===== src/hw/cache_msg_pkg.sv =====
/*
 * Cache message and control types
 * Request codes, requester tag and controller state encoding
 */
package cache_msg_pkg;

  localparam int opaque_w = 8;

  typedef logic [2:0] req_type_t;

  // Request type codes
  localparam req_type_t req_read = 3'd0;
  localparam req_type_t req_init = 3'd2;

  typedef logic [opaque_w-1:0] opaque_t;  // Echoed back untouched

  typedef enum logic [3:0] {
    st_idle           = 4'd0,
    st_tag_check      = 4'd1,
    st_init_access    = 4'd2,
    st_read_access    = 4'd3,
    st_refill_request = 4'd4,
    st_refill_wait    = 4'd5,
    st_refill_update  = 4'd6,
    st_resp_wait      = 4'd7
  } ctrl_state_t;

endpackage


===== src/hw/cache_geom_pkg.sv =====
/*
 * Cache geometry
 * Address split and storage sizes for the 256-byte two-way cache
 */
package cache_geom_pkg;

  localparam int addr_w         = 32;
  localparam int data_w         = 32;
  localparam int line_w         = 128;
  localparam int words_per_line = line_w / data_w;  // 4 words
  localparam int num_sets       = 8;                // 2 ways each
  localparam int off_w          = $clog2(line_w / 8);
  localparam int idx_w          = $clog2(num_sets);
  localparam int tag_w          = addr_w - idx_w - off_w;  // Bits 31..7

  typedef logic [addr_w-1:0]                  addr_t;
  typedef logic [data_w-1:0]                  word_t;
  typedef logic [line_w-1:0]                  line_t;
  typedef logic [tag_w-1:0]                   tag_t;
  typedef logic [idx_w-1:0]                   idx_t;
  typedef logic [$clog2(words_per_line)-1:0]  word_sel_t;

endpackage

===== src/hw/cache_top.sv =====
/*
 * Two-way blocking cache
 * Request stage, controller, way storage and response stage
 */
module cache_top
  import cache_geom_pkg::*, cache_msg_pkg::*;
(
  input  logic      clk,
  input  logic      reset,

  input  logic      cachereq_val,
  output logic      cachereq_rdy,
  input  req_type_t cachereq_type,
  input  addr_t     cachereq_addr,
  input  word_t     cachereq_data,
  input  opaque_t   cachereq_opaque,

  output logic      cacheresp_val,
  input  logic      cacheresp_rdy,
  output req_type_t cacheresp_type,
  output opaque_t   cacheresp_opaque,
  output word_t     cacheresp_data,
  output logic      cacheresp_hit,

  output logic      memreq_val,
  input  logic      memreq_rdy,
  output addr_t     memreq_addr,

  input  logic      memresp_val,
  output logic      memresp_rdy,
  input  line_t     memresp_data
);

  req_type_t                 req_type;
  tag_t                      req_tag;
  idx_t                      req_idx;
  word_sel_t                 req_word;
  word_t                     req_data;
  opaque_t                   req_opaque;
  logic [words_per_line-1:0] word_en;
  logic                      req_load;
  logic                      tag_read;
  logic                      init_write;
  logic                      refill_write;
  logic                      lru_touch;
  logic                      resp_load;
  logic                      hit;
  word_t                     read_word;

  cache_req_in req_in (
    .clk, .reset, .req_load,
    .cachereq_type, .cachereq_addr, .cachereq_data, .cachereq_opaque,
    .req_type, .req_tag, .req_idx, .req_word, .req_data, .req_opaque, .word_en
  );

  cache_ctrl ctrl (
    .clk, .reset, .cachereq_val, .cacheresp_rdy, .memreq_rdy, .memresp_val,
    .req_type, .hit,
    .cachereq_rdy, .cacheresp_val, .memreq_val, .memresp_rdy, .req_load,
    .tag_read, .init_write, .refill_write, .lru_touch, .resp_load
  );

  cache_ways ways (
    .clk, .reset, .tag_read, .init_write, .refill_write, .lru_touch,
    .req_tag, .req_idx, .req_word, .req_data, .word_en, .memresp_data,
    .hit, .read_word
  );

  cache_resp_out resp_out (
    .clk, .reset, .resp_load, .req_type, .req_opaque, .req_tag, .req_idx,
    .hit, .read_word,
    .cacheresp_type, .cacheresp_opaque, .cacheresp_data, .cacheresp_hit, .memreq_addr
  );

endmodule


===== src/hw/cache_resp_out.sv =====
/*
 * Cache response output stage
 * Response register and line-aligned refill address
 */
module cache_resp_out
  import cache_geom_pkg::*, cache_msg_pkg::*;
(
  input  logic      clk,
  input  logic      reset,
  input  logic      resp_load,
  input  req_type_t req_type,
  input  opaque_t   req_opaque,
  input  tag_t      req_tag,
  input  idx_t      req_idx,
  input  logic      hit,
  input  word_t     read_word,
  output req_type_t cacheresp_type,
  output opaque_t   cacheresp_opaque,
  output word_t     cacheresp_data,
  output logic      cacheresp_hit,
  output addr_t     memreq_addr
);

  // Loaded when the access state ends, held through back-pressure
  always_ff @(posedge clk) begin
    if (reset) begin
      cacheresp_type   <= req_read;
      cacheresp_opaque <= '0;
      cacheresp_data   <= '0;
      cacheresp_hit    <= 1'b0;
    end else if (resp_load) begin
      cacheresp_type   <= req_type;
      cacheresp_opaque <= req_opaque;
      cacheresp_data   <= (req_type == req_read) ? read_word : '0;  // Init gives zero
      cacheresp_hit    <= hit;  // Still the tag check result after a refill
    end
  end

  assign memreq_addr = {req_tag, req_idx, {off_w{1'b0}}};  // Line aligned

endmodule


===== src/hw/cache_ways.sv =====
/*
 * Two-way tag and line storage
 * Valid and LRU state, hit detection, victim choice and line write merge
 */
module cache_ways
  import cache_geom_pkg::*;
(
  input  logic                      clk,
  input  logic                      reset,
  input  logic                      tag_read,
  input  logic                      init_write,
  input  logic                      refill_write,
  input  logic                      lru_touch,
  input  tag_t                      req_tag,
  input  idx_t                      req_idx,
  input  word_sel_t                 req_word,
  input  word_t                     req_data,
  input  logic [words_per_line-1:0] word_en,
  input  line_t                     memresp_data,
  output logic                      hit,
  output word_t                     read_word
);

  tag_t                      tag_rd [2];
  line_t                     line_rd [2];
  line_t                     line_sel;
  line_t                     line_wdata;
  line_t                     line_mask;
  line_t                     init_mask;
  logic [1:0][num_sets-1:0]  valid;
  logic [num_sets-1:0]       lru_bits;   // Set bit means way 1 is the victim
  logic [1:0]                valid_q;    // Sampled with the tag read
  logic                      lru_q;
  logic [1:0]                tag_match;
  logic                      hit_way;
  logic                      way_sel;
  logic                      alloc;

  //----------------------------------------------------------------------
  // Hit detection and way choice
  //----------------------------------------------------------------------

  assign tag_match[0] = valid_q[0] && (tag_rd[0] == req_tag);
  assign tag_match[1] = valid_q[1] && (tag_rd[1] == req_tag);
  assign hit          = |tag_match;
  assign hit_way      = tag_match[1];
  assign way_sel      = hit ? hit_way : lru_q;  // Hit way, else the LRU victim

  // New tag and valid only when the line changes owner
  assign alloc = refill_write || (init_write && !hit);

  always_comb begin
    for (int w = 0; w < words_per_line; w++) begin
      init_mask[w*data_w +: data_w] = {data_w{word_en[w]}};
    end
  end

  assign line_wdata = refill_write ? memresp_data : {words_per_line{req_data}};
  assign line_mask  = refill_write ? '1 : init_mask;

  //----------------------------------------------------------------------
  // Tag and line arrays
  //----------------------------------------------------------------------

  for (genvar w = 0; w < 2; w++) begin : g_way
    way_array #(.entry_t(tag_t)) tag_array (
      .clk        (clk),
      .read_en    (tag_read),
      .read_idx   (req_idx),
      .write_en   (alloc && (way_sel == w)),
      .write_idx  (req_idx),
      .write_data (req_tag),
      .write_mask ('1),
      .read_data  (tag_rd[w])
    );

    way_array #(.entry_t(line_t)) line_array (
      .clk        (clk),
      .read_en    (tag_read || refill_write),  // Refill reads back the new line
      .read_idx   (req_idx),
      .write_en   ((refill_write || init_write) && (way_sel == w)),
      .write_idx  (req_idx),
      .write_data (line_wdata),
      .write_mask (line_mask),
      .read_data  (line_rd[w])
    );
  end

  assign line_sel  = line_rd[way_sel];
  assign read_word = line_sel[req_word*data_w +: data_w];

  //----------------------------------------------------------------------
  // Valid and LRU state
  //----------------------------------------------------------------------

  always_ff @(posedge clk) begin
    if (reset) begin
      valid    <= '0;
      lru_bits <= '0;
      valid_q  <= '0;
      lru_q    <= 1'b0;
    end else begin
      if (tag_read) begin
        valid_q <= {valid[1][req_idx], valid[0][req_idx]};
        lru_q   <= lru_bits[req_idx];
      end
      if (alloc)     valid[way_sel][req_idx] <= 1'b1;
      if (lru_touch) lru_bits[req_idx]       <= !way_sel;  // Other way goes stale
    end
  end

endmodule


===== src/hw/cache_ctrl.sv =====
/*
 * Blocking cache controller
 * One request at a time through tag check, access and line refill
 */
module cache_ctrl
  import cache_msg_pkg::*;
(
  input  logic      clk,
  input  logic      reset,
  input  logic      cachereq_val,
  input  logic      cacheresp_rdy,
  input  logic      memreq_rdy,
  input  logic      memresp_val,
  input  req_type_t req_type,
  input  logic      hit,
  output logic      cachereq_rdy,
  output logic      cacheresp_val,
  output logic      memreq_val,
  output logic      memresp_rdy,
  output logic      req_load,
  output logic      tag_read,
  output logic      init_write,
  output logic      refill_write,
  output logic      lru_touch,
  output logic      resp_load
);

  ctrl_state_t state;
  ctrl_state_t state_next;
  logic        tc_ready;    // Array read has come back
  logic        refill_cs;
  logic [9:0]  cs;

  //----------------------------------------------------------------------
  // State register
  //----------------------------------------------------------------------

  always_ff @(posedge clk) begin
    if (reset) begin
      state    <= st_idle;
      tc_ready <= 1'b0;
    end else begin
      state    <= state_next;
      tc_ready <= (state == st_tag_check) && !tc_ready;
    end
  end

  //----------------------------------------------------------------------
  // Next state
  //----------------------------------------------------------------------

  always_comb begin
    state_next = state;
    case (state)
      st_idle: begin
        if (cachereq_val) state_next = st_tag_check;
      end
      st_tag_check: begin
        // First cycle issues the read, second one decides
        if (tc_ready) begin
          if (req_type == req_init) state_next = st_init_access;
          else if (hit)             state_next = st_read_access;
          else                      state_next = st_refill_request;
        end
      end
      st_init_access:    state_next = st_resp_wait;
      st_read_access:    state_next = st_resp_wait;
      st_refill_request: begin
        if (memreq_rdy) state_next = st_refill_wait;
      end
      st_refill_wait: begin
        if (memresp_val) state_next = st_refill_update;
      end
      st_refill_update:  state_next = st_read_access;  // Line read-back settles
      st_resp_wait: begin
        if (cacheresp_rdy) state_next = st_idle;
      end
      default:           state_next = st_idle;
    endcase
  end

  //----------------------------------------------------------------------
  // Control signal table
  //----------------------------------------------------------------------

  always_comb begin
    case (state)
      //                    creq cresp mreq mresp load tag  init refl lru  resp
      //                    rdy  val   val  rdy        rd   wr   wr   tch  load
      st_idle:           cs = {1'b1, 1'b0, 1'b0, 1'b0, 1'b1, 1'b0, 1'b0, 1'b0, 1'b0, 1'b0};
      st_tag_check:      cs = {1'b0, 1'b0, 1'b0, 1'b0, 1'b0, 1'b1, 1'b0, 1'b0, 1'b0, 1'b0};
      st_init_access:    cs = {1'b0, 1'b0, 1'b0, 1'b0, 1'b0, 1'b0, 1'b1, 1'b0, 1'b1, 1'b1};
      st_read_access:    cs = {1'b0, 1'b0, 1'b0, 1'b0, 1'b0, 1'b0, 1'b0, 1'b0, 1'b1, 1'b1};
      st_refill_request: cs = {1'b0, 1'b0, 1'b1, 1'b0, 1'b0, 1'b0, 1'b0, 1'b0, 1'b0, 1'b0};
      st_refill_wait:    cs = {1'b0, 1'b0, 1'b0, 1'b1, 1'b0, 1'b0, 1'b0, 1'b1, 1'b0, 1'b0};
      st_refill_update:  cs = {1'b0, 1'b0, 1'b0, 1'b0, 1'b0, 1'b0, 1'b0, 1'b0, 1'b0, 1'b0};
      st_resp_wait:      cs = {1'b0, 1'b1, 1'b0, 1'b0, 1'b0, 1'b0, 1'b0, 1'b0, 1'b0, 1'b0};
      default:           cs = '0;
    endcase
  end

  assign {cachereq_rdy, cacheresp_val, memreq_val, memresp_rdy, req_load,
          tag_read, init_write, refill_cs, lru_touch, resp_load} = cs;

  assign refill_write = refill_cs && memresp_val;  // Line written on the handshake

endmodule


===== src/hw/cache_req_in.sv =====
/*
 * Cache request input stage
 * Holds the accepted request and splits its address into cache fields
 */
module cache_req_in
  import cache_geom_pkg::*, cache_msg_pkg::*;
(
  input  logic                      clk,
  input  logic                      reset,
  input  logic                      req_load,
  input  req_type_t                 cachereq_type,
  input  addr_t                     cachereq_addr,
  input  word_t                     cachereq_data,
  input  opaque_t                   cachereq_opaque,
  output req_type_t                 req_type,
  output tag_t                      req_tag,
  output idx_t                      req_idx,
  output word_sel_t                 req_word,
  output word_t                     req_data,
  output opaque_t                   req_opaque,
  output logic [words_per_line-1:0] word_en
);

  addr_t req_addr;

  always_ff @(posedge clk) begin
    if (reset) begin
      req_type   <= req_read;
      req_addr   <= '0;
      req_data   <= '0;
      req_opaque <= '0;
    end else if (req_load) begin
      req_type   <= cachereq_type;
      req_addr   <= cachereq_addr;
      req_data   <= cachereq_data;
      req_opaque <= cachereq_opaque;
    end
  end

  // Field split of the held address
  assign req_tag  = req_addr[addr_w-1 -: tag_w];
  assign req_idx  = req_addr[off_w +: idx_w];
  assign req_word = req_addr[off_w-1:2];  // Byte offset within word dropped

  assign word_en = words_per_line'(1) << req_word;  // One-hot enable for init writes

endmodule


===== src/hw/way_array.sv =====
/*
 * Per-way storage array
 * Synchronous read, bit-masked write, new data returned on a same-entry read
 */
module way_array
  import cache_geom_pkg::*;
#(
  parameter type entry_t = logic
) (
  input  logic   clk,
  input  logic   read_en,
  input  idx_t   read_idx,
  input  logic   write_en,
  input  idx_t   write_idx,
  input  entry_t write_data,
  input  entry_t write_mask,
  output entry_t read_data
);

  entry_t mem [num_sets];
  entry_t merged;

  assign merged = (mem[write_idx] & ~write_mask) | (write_data & write_mask);

  always_ff @(posedge clk) begin
    if (write_en) mem[write_idx] <= merged;
    if (read_en) begin
      if (write_en && (write_idx == read_idx)) read_data <= merged;  // Write-first
      else                                     read_data <= mem[read_idx];
    end
  end

endmodule


===== config.mk =====
export PLATFORM = sky130hd
export DESIGN_NAME = cache_top
export DESIGN_NICKNAME = d
export VERILOG_FILES = /design/src/hw/cache_msg_pkg.sv /design/src/hw/cache_geom_pkg.sv /design/src/hw/cache_top.sv /design/src/hw/cache_resp_out.sv /design/src/hw/cache_ways.sv /design/src/hw/cache_ctrl.sv /design/src/hw/cache_req_in.sv /design/src/hw/way_array.sv
export SDC_FILE = /design/constraint.sdc
export NUM_CORES = 2
export LEC_CHECK = 0
export BUFFER_PORTS_ARGS = -buffer_cell sky130_fd_sc_hd__buf_2
export CAP_MARGIN = 20
export CORE_ASPECT_RATIO = 2
export CORE_MARGIN = 2
export CORE_UTILIZATION = 65
export CTS_BUF_LIST = sky130_fd_sc_hd__clkbuf_4 sky130_fd_sc_hd__clkbuf_8 sky130_fd_sc_hd__clkbuf_16
export DETAILED_ROUTE_END_ITERATION = 12
export PLACE_DENSITY_LB_ADDON = 0.05
export SKIP_CTS_REPAIR_TIMING = 1
export SLEW_MARGIN = 20
export SYNTH_ARGS = -nofsm -noshare
export SYNTH_HDL_FRONTEND = slang
export SYNTH_SLANG_ARGS = --single-unit

===== constraint.sdc =====
create_clock -name clk -period 13.6 [get_ports clk]
set_input_delay 2.72 -clock clk [delete_from_list [all_inputs] [get_ports clk]]
set_output_delay 2.72 -clock clk [all_outputs]
set_load 0.05 [all_outputs]

Yosys cells after proc, flatten, opt, wreduce, memory -nomap -nowiden:

Memory sizes are Yosys's and may differ from the RTL's. A register that Yosys moved wholly into a read port is not among the register bits.
Index checks and enable logic that the tools add are counted.

* equality and inequality tests: 15
* divide/modulo/power cells: 0
* mux-type cells: 43
* shifts and indexed selects: 2
* bitwise operators: 9
* reductions and logical operators: 22
* order comparisons: 5
* $mul: 0
* add/subtract/negate cells: 0

Operator list (count)
* $mux W128: 7
* $and A128 B128 Y128: 3
* $or A128 B128 Y128: 2
* $not A128 Y128: 1
* $shiftx A128 B8 Y32: 1
* $eq A25 B25 Y1: 2
* $mux W32: 1
* $pmux W4 S7: 1
* $mux W4: 6
* $mux W3: 7
* $eq A4 B3 Y1 const B: 4
* $or A16 B16 Y16: 1
* $mux W1: 13
* $logic_and A1 B1 Y1: 11
* $mux W10: 1
* $bmux W1 S3: 3
* $bwmux W8: 1
* $demux W8 S1: 1
* $eq A4 B2 Y1 const B: 2
* $mux W8: 1
* $ne A2 B2 Y1 const B: 4
* $reduce_and A5 Y1: 1
* $eq A4 B1 Y1 const B: 1
* $logic_not A4 Y1: 1
* 15 further kinds: 20

* latch bits: 0
* memories: 5
* flip-flop bits (word level): 407
* bits of input ports: 209
* RAM bits: 2448
* word-level logic and storage cells: 118
* output and inout bits: 80
* ROM bits: 80

Memory list
* ways.g_way[0].line_array.mem: depth 8, width 128, rd ports 1, clocked after memory_dff 1, write ports 1, line way_array.sv:20 `entry_t mem [num_sets];`
* ways.g_way[1].line_array.mem: depth 8, width 128, rd ports 1, clocked after memory_dff 1, write ports 1, line way_array.sv:20
* ways.g_way[0].tag_array.mem: depth 8, width 25, rd ports 1, clocked after memory_dff 1, write ports 1, line way_array.sv:20
* ways.g_way[1].tag_array.mem: depth 8, width 25, rd ports 1, clocked after memory_dff 1, write ports 1, line way_array.sv:20
* (no name shown): depth 8, width 10, rd ports 1, clocked after memory_dff 1, write ports 0, line cache_ctrl.sv:87 `case (state)`

Longest topological paths before layout:

* depth in word-level cells: 10
* mapped depth: 9
* gate-level depth less buffers: 8

By module:

Synthesis repeated with hierarchy kept, for this count alone.

* cell total of the unflattened synthesis: 9956
* area, all modules: 145211.8 µm²

Modules (own cells, without submodules)
* way_array (ways.g_way[0].line_array ...): area an instance 55827.3 µm², cells each 3581, sequential area each 34593.2 µm², times used 2
* way_array (ways.g_way[0].tag_array ...): area an instance 11172.0 µm², cells each 704, sequential area each 6756.5 µm², times used 2
* cache_ways: area an instance 5904.4 µm², cells each 912, sequential area each 540.5 µm², times used 1
* cache_req_in: area an instance 2696.3 µm², cells each 239, sequential area each 1461.4 µm², times used 1
* cache_resp_out: area an instance 2054.5 µm², cells each 181, sequential area each 880.8 µm², times used 1
* cache_ctrl: area an instance 558.0 µm², cells each 54, sequential area each 220.2 µm², times used 1

Worst setup path after synthesis:

OpenSTA, ideal clock, no wires.

* path kind: input to register
* from: in memresp_val
* to: reg ways.g_way[0].line_array.read_data[0] in the netlist's numbering, read port of ways.g_way[0].line_array.mem, enable pin
* setup time: 661 ps
* arrival time: 8975 ps
* path buffers: 2
* stages: 4
* required time: 12939 ps
* setup slack: 3963 ps
* cell sequence: nand2_1 > clkbuf_1 > clkbuf_1 > nand2b_1

* longest elaborated chain between the ends: 2

RTL lines
* start, declared: line cache_top.sv:29 `input logic memresp_val,`
* $logic_and A1 B1 Y1: line cache_ctrl.sv:105 `assign refill_write = refill_cs && memresp_val;`
* $logic_or A1 B1 Y1: line cache_ways.sv:79 `.read_en (tag_read || refill_write),`
* via ways.g_way[0].line_array.read_en: line way_array.sv:11 `input logic read_en,`
* end, declared: line way_array.sv:17 `output entry_t read_data`

The timed path passes the listed nets, and every way through them passes these cells.
A chain may end at the register's enable or synchronous reset.

Worst setup path in the final report:

* from: in memresp_val
* to: mem ways.g_way[0].line_array.mem[1][81] in the netlist's numbering, enable pin

* longest elaborated chain between the ends: 5

RTL lines
* $logic_and A1 B1 Y1: line cache_ctrl.sv:105
* $logic_or A1 B1 Y1: line cache_ways.sv:81 `.write_en ((refill_write || init_write) && (way_sel == w)),`
* $logic_and A1 B1 Y1: line cache_ways.sv:81
* $mux W1: line way_array.sv:26 `if (write_en) mem[write_idx] <= merged;`
* $mux W1 (not written as such): line way_array.sv:26
* end, declared: line way_array.sv:20

No other way between the ends.

==> impl_metrics.toml <==
[status]
status = "completed"

[die]
die_w_um = 303
num_rows = 219
coreArea_sq_um = 178000
num_io_pins = 289
initial_core_util_pct = 65.3
dieArea_sq_um = 182000
die_y_um = 601

[sta]
fin_worst_skew_ps = 37.0
report.final.hold_viol_count = 0
tns_ps = 0
finalSetupViolations = 0
rsz0062_at_grt = "false"
hold_slack_ps = 457
tightest_slew_ps = 1210
fmax_mhz = 146
setup_slack_ps = 6770
maxSlewViolCount = 0
fin_crit_sh_pct = 50.2
slew_headroom_pct = 19.5
period_needed_ps = 6830

[clocking]
clk_pin_slew_ps = 60
cts_buffers = 238
clk_path_buf_depth = 4
clock_sinks = 2912
htree_num_levels = 4
worst_skew_pair.late_latency_ps = 890
cts_tree = "built"
cts-root-buf = "clkbuf_16"

[flow_run]
drv_cap = 0

[min_path]
hold_path_class = "register to register"

[power]
power_density_nw_per_um2 = 184
irDropWorstVdd_uv = 186
leakage_nw = 42.0

[grt]
grt_pass1_vias = 62900
grt.total_usage_pct = 36.4
grt_pass1_wl_um = 457000
grt_start_max_net_pins = 147
antenna_found_initial = 30
overflow = 0

[routing]
via_count = 62100
drt-total-wl_um = 327000
drt_iter0_markers = 7878
wl_per_cell_um = 36.6
vias_per_cell = 6.94
ant_nets = 0
dr.pass1.iters = 8
drc = 0

[finish]
fillers = 10600
multiInputGateArea_sq_um = 28600
fin_util_pct = 72.2
layout.nets = 6624
synthToLayoutAreaGrowth_pct = 10.5
final_cells = 8947
drive_gt1_share_pct = 26.9
regArea_sq_um = 85900

[setup_path]
cp-end-kind = "register"
critical_path_class = "primary input to register"
crit_fanout = 145
crit_required_ps = 14090
cp.arrival_ps = 7330
start_kind = "primary input"

[logic_synthesis]
avgSynthCellArea_sq_um = 18.9
async_reset_ff_share_pct = 0
yosysSeqAreaShare_pct = 74.0
synth_edf_count = 2754
netlist_area_sq_um = 116000
yosys_warnings = 0
synth_ff_type = "edfxtp_1"
yosysUniqueCellTypes = 60
syn_inst = 6147
synth_seq_cells = 2912

[placed_design]
dpl.hpwl_um = 192000
finalWeightedCongestion = 0.851
io_buffers = 282
dpl_worst_slack_ps = 5840
dp.cells = 8495
-- placed cells by master (no fill, tap or decap), types with 38 or more instances in the layout --
cell          n
dfxtp_1     151
mux4_2      575
clkbuf_16   246
a22oi_1     194
nor2_1      236
nand4_1      56
clkinv_2     51
buf_2       281
mux2i_1     260
buf_4       136
edfxtp_1   2754
o21a_1      128
nand2_1     435
a21o_1      129
o21ai_0     294
mux2_2      283
xnor2_1      38
-- metal layers --
metal / GRT usage (%) / wire length [um] / part of all wire (%) / vias to the layer above
li1: - / - / - / 25200
met1: 43.5 / 107000 / 33 / 32400
met2: 60.5 / 165000 / 50 / 3662
met3: 5.45 / 27000 / 8.3 / 857
met4: 26.0 / 28300 / 8.7 / 18
met5: 0 / 115 / 0.035 / -
-- final timing paths --
| check | depth (start not counted) | start | to | slack, ps |
|---|---|---|---|---|
| setup reg to reg | 10 | req_in.req_addr[29] | ways.g_way[1].line_array.mem[2][100] | 6770 |
| hold reg to reg | 2 | resp_out.cacheresp_data[19] | resp_out.cacheresp_data[19] | 460 |
| hold / removal | 2 | resp_out.cacheresp_data[19] | resp_out.cacheresp_data[19] | 460 |
| setup / recovery | 8 | memresp_val | ways.g_way[0].line_array.mem[1][81] | 6770 |
-- registers in the layout (all words and copies together) (netlist names), 2 cells and up, named ones only --
name and count:
ctrl.cs 2, ctrl.state 3, req_in.req_addr 30, req_in.req_data 32
req_in.req_opaque 8, req_in.req_type 3, resp_out.cacheresp_data 32, resp_out.cacheresp_opaque 8
resp_out.cacheresp_type 3, ways.g_way.line_array.mem 2048, ways.g_way.line_array.read_data 256, ways.g_way.tag_array.mem 400
ways.g_way.tag_array.read_data 50, ways.lru_bits 8, ways.valid 16, ways.valid_q 2
-- logic make-up (layout without fill, tap and decap cells) --
logic type             Yosys count  after routing  synth area share [%]
XOR/XNOR                        50             50                 0.377
multiplexers                  1143           1143                  16.5
AO/OA/AOI/OAI                  802            802                  4.55
buffers and inverters          405            866                  1.63
AND/OR/NAND/NOR                834            834                  2.97
flip-flops                    2912           2912                  74.0
other                            1             20               0.00323
-- area by class of cell --
type | instances | share of cell area [%]
sequential | 2912 | 67.0
antenna | 16 | 0.0312
multi-input combinational | 2833 | 22.3
clock buffer | 294 | 5.14
timing repair buffer | 426 | 2.03
tap | 2320 | 2.26
inverter | 4 | 0.0117
clock inverter | 142 | 1.21
-- worst max-delay path: stages --
cell      delay, ps
buf_2           170
and2_4          560
nor2_1          250
nand3b_4        760
buf_12          570
nor2_4          690
buf_4           730
buf_12          520
-- cell usage after synthesis (4+ instances only) --
library cell	instances	share of area, %
edfxtp_1	2754	71
mux4_2	575	11
nand2_1	438	1.4
o21ai_0	294	1.3
mux2_2	283	2.7
nor2_1	271	0.88
mux2i_1	260	2.2
clkbuf_1	203	0.66
a22oi_1	194	1.3
dfxtp_1	158	2.7
a21o_1	129	0.83
o21a_1	128	0.83
buf_2	96	0.41
nand4_1	56	0.30
buf_1	49	0.16
buf_4	40	0.26
xnor2_1	38	0.29
a21oi_1	21	0.091
mux2_4	21	0.27
nand2b_1	17	0.092
buf_6	13	0.13
xor2_1	12	0.091
nand3_1	8	0.035
nor2b_1	8	0.043
o31ai_1	8	0.052
and2_1	6	0.032
nor3_1	6	0.026
nor4_1	6	0.032
a221oi_1	5	0.038
a22o_1	5	0.038
inv_1	4	0.013
mux2_1	4	0.039
-- power breakdown --
part	switching [W]	total [W]	internal (W)
combinational	0.00292	0.00455	0.00162
sequential	0.000567	0.0119	0.0113
clock	0.00314	0.00720	0.00406
total	0.00663	0.0236	0.0170
-- metrics by stage --
| step | cell area, sq um | total power [W] |
|---|---|---|
| after detailed placement | 120000 | 0.0166 |
| after global placement | 120000 | 0.0164 |
| after global routing | 128000 | 0.0243 |
| after floorplan | 116000 | 0.0149 |
| after CTS | 128000 | 0.0236 |
| final | 128000 | 0.0236 |
No activity file was read; power rests on OpenSTA's default activity.
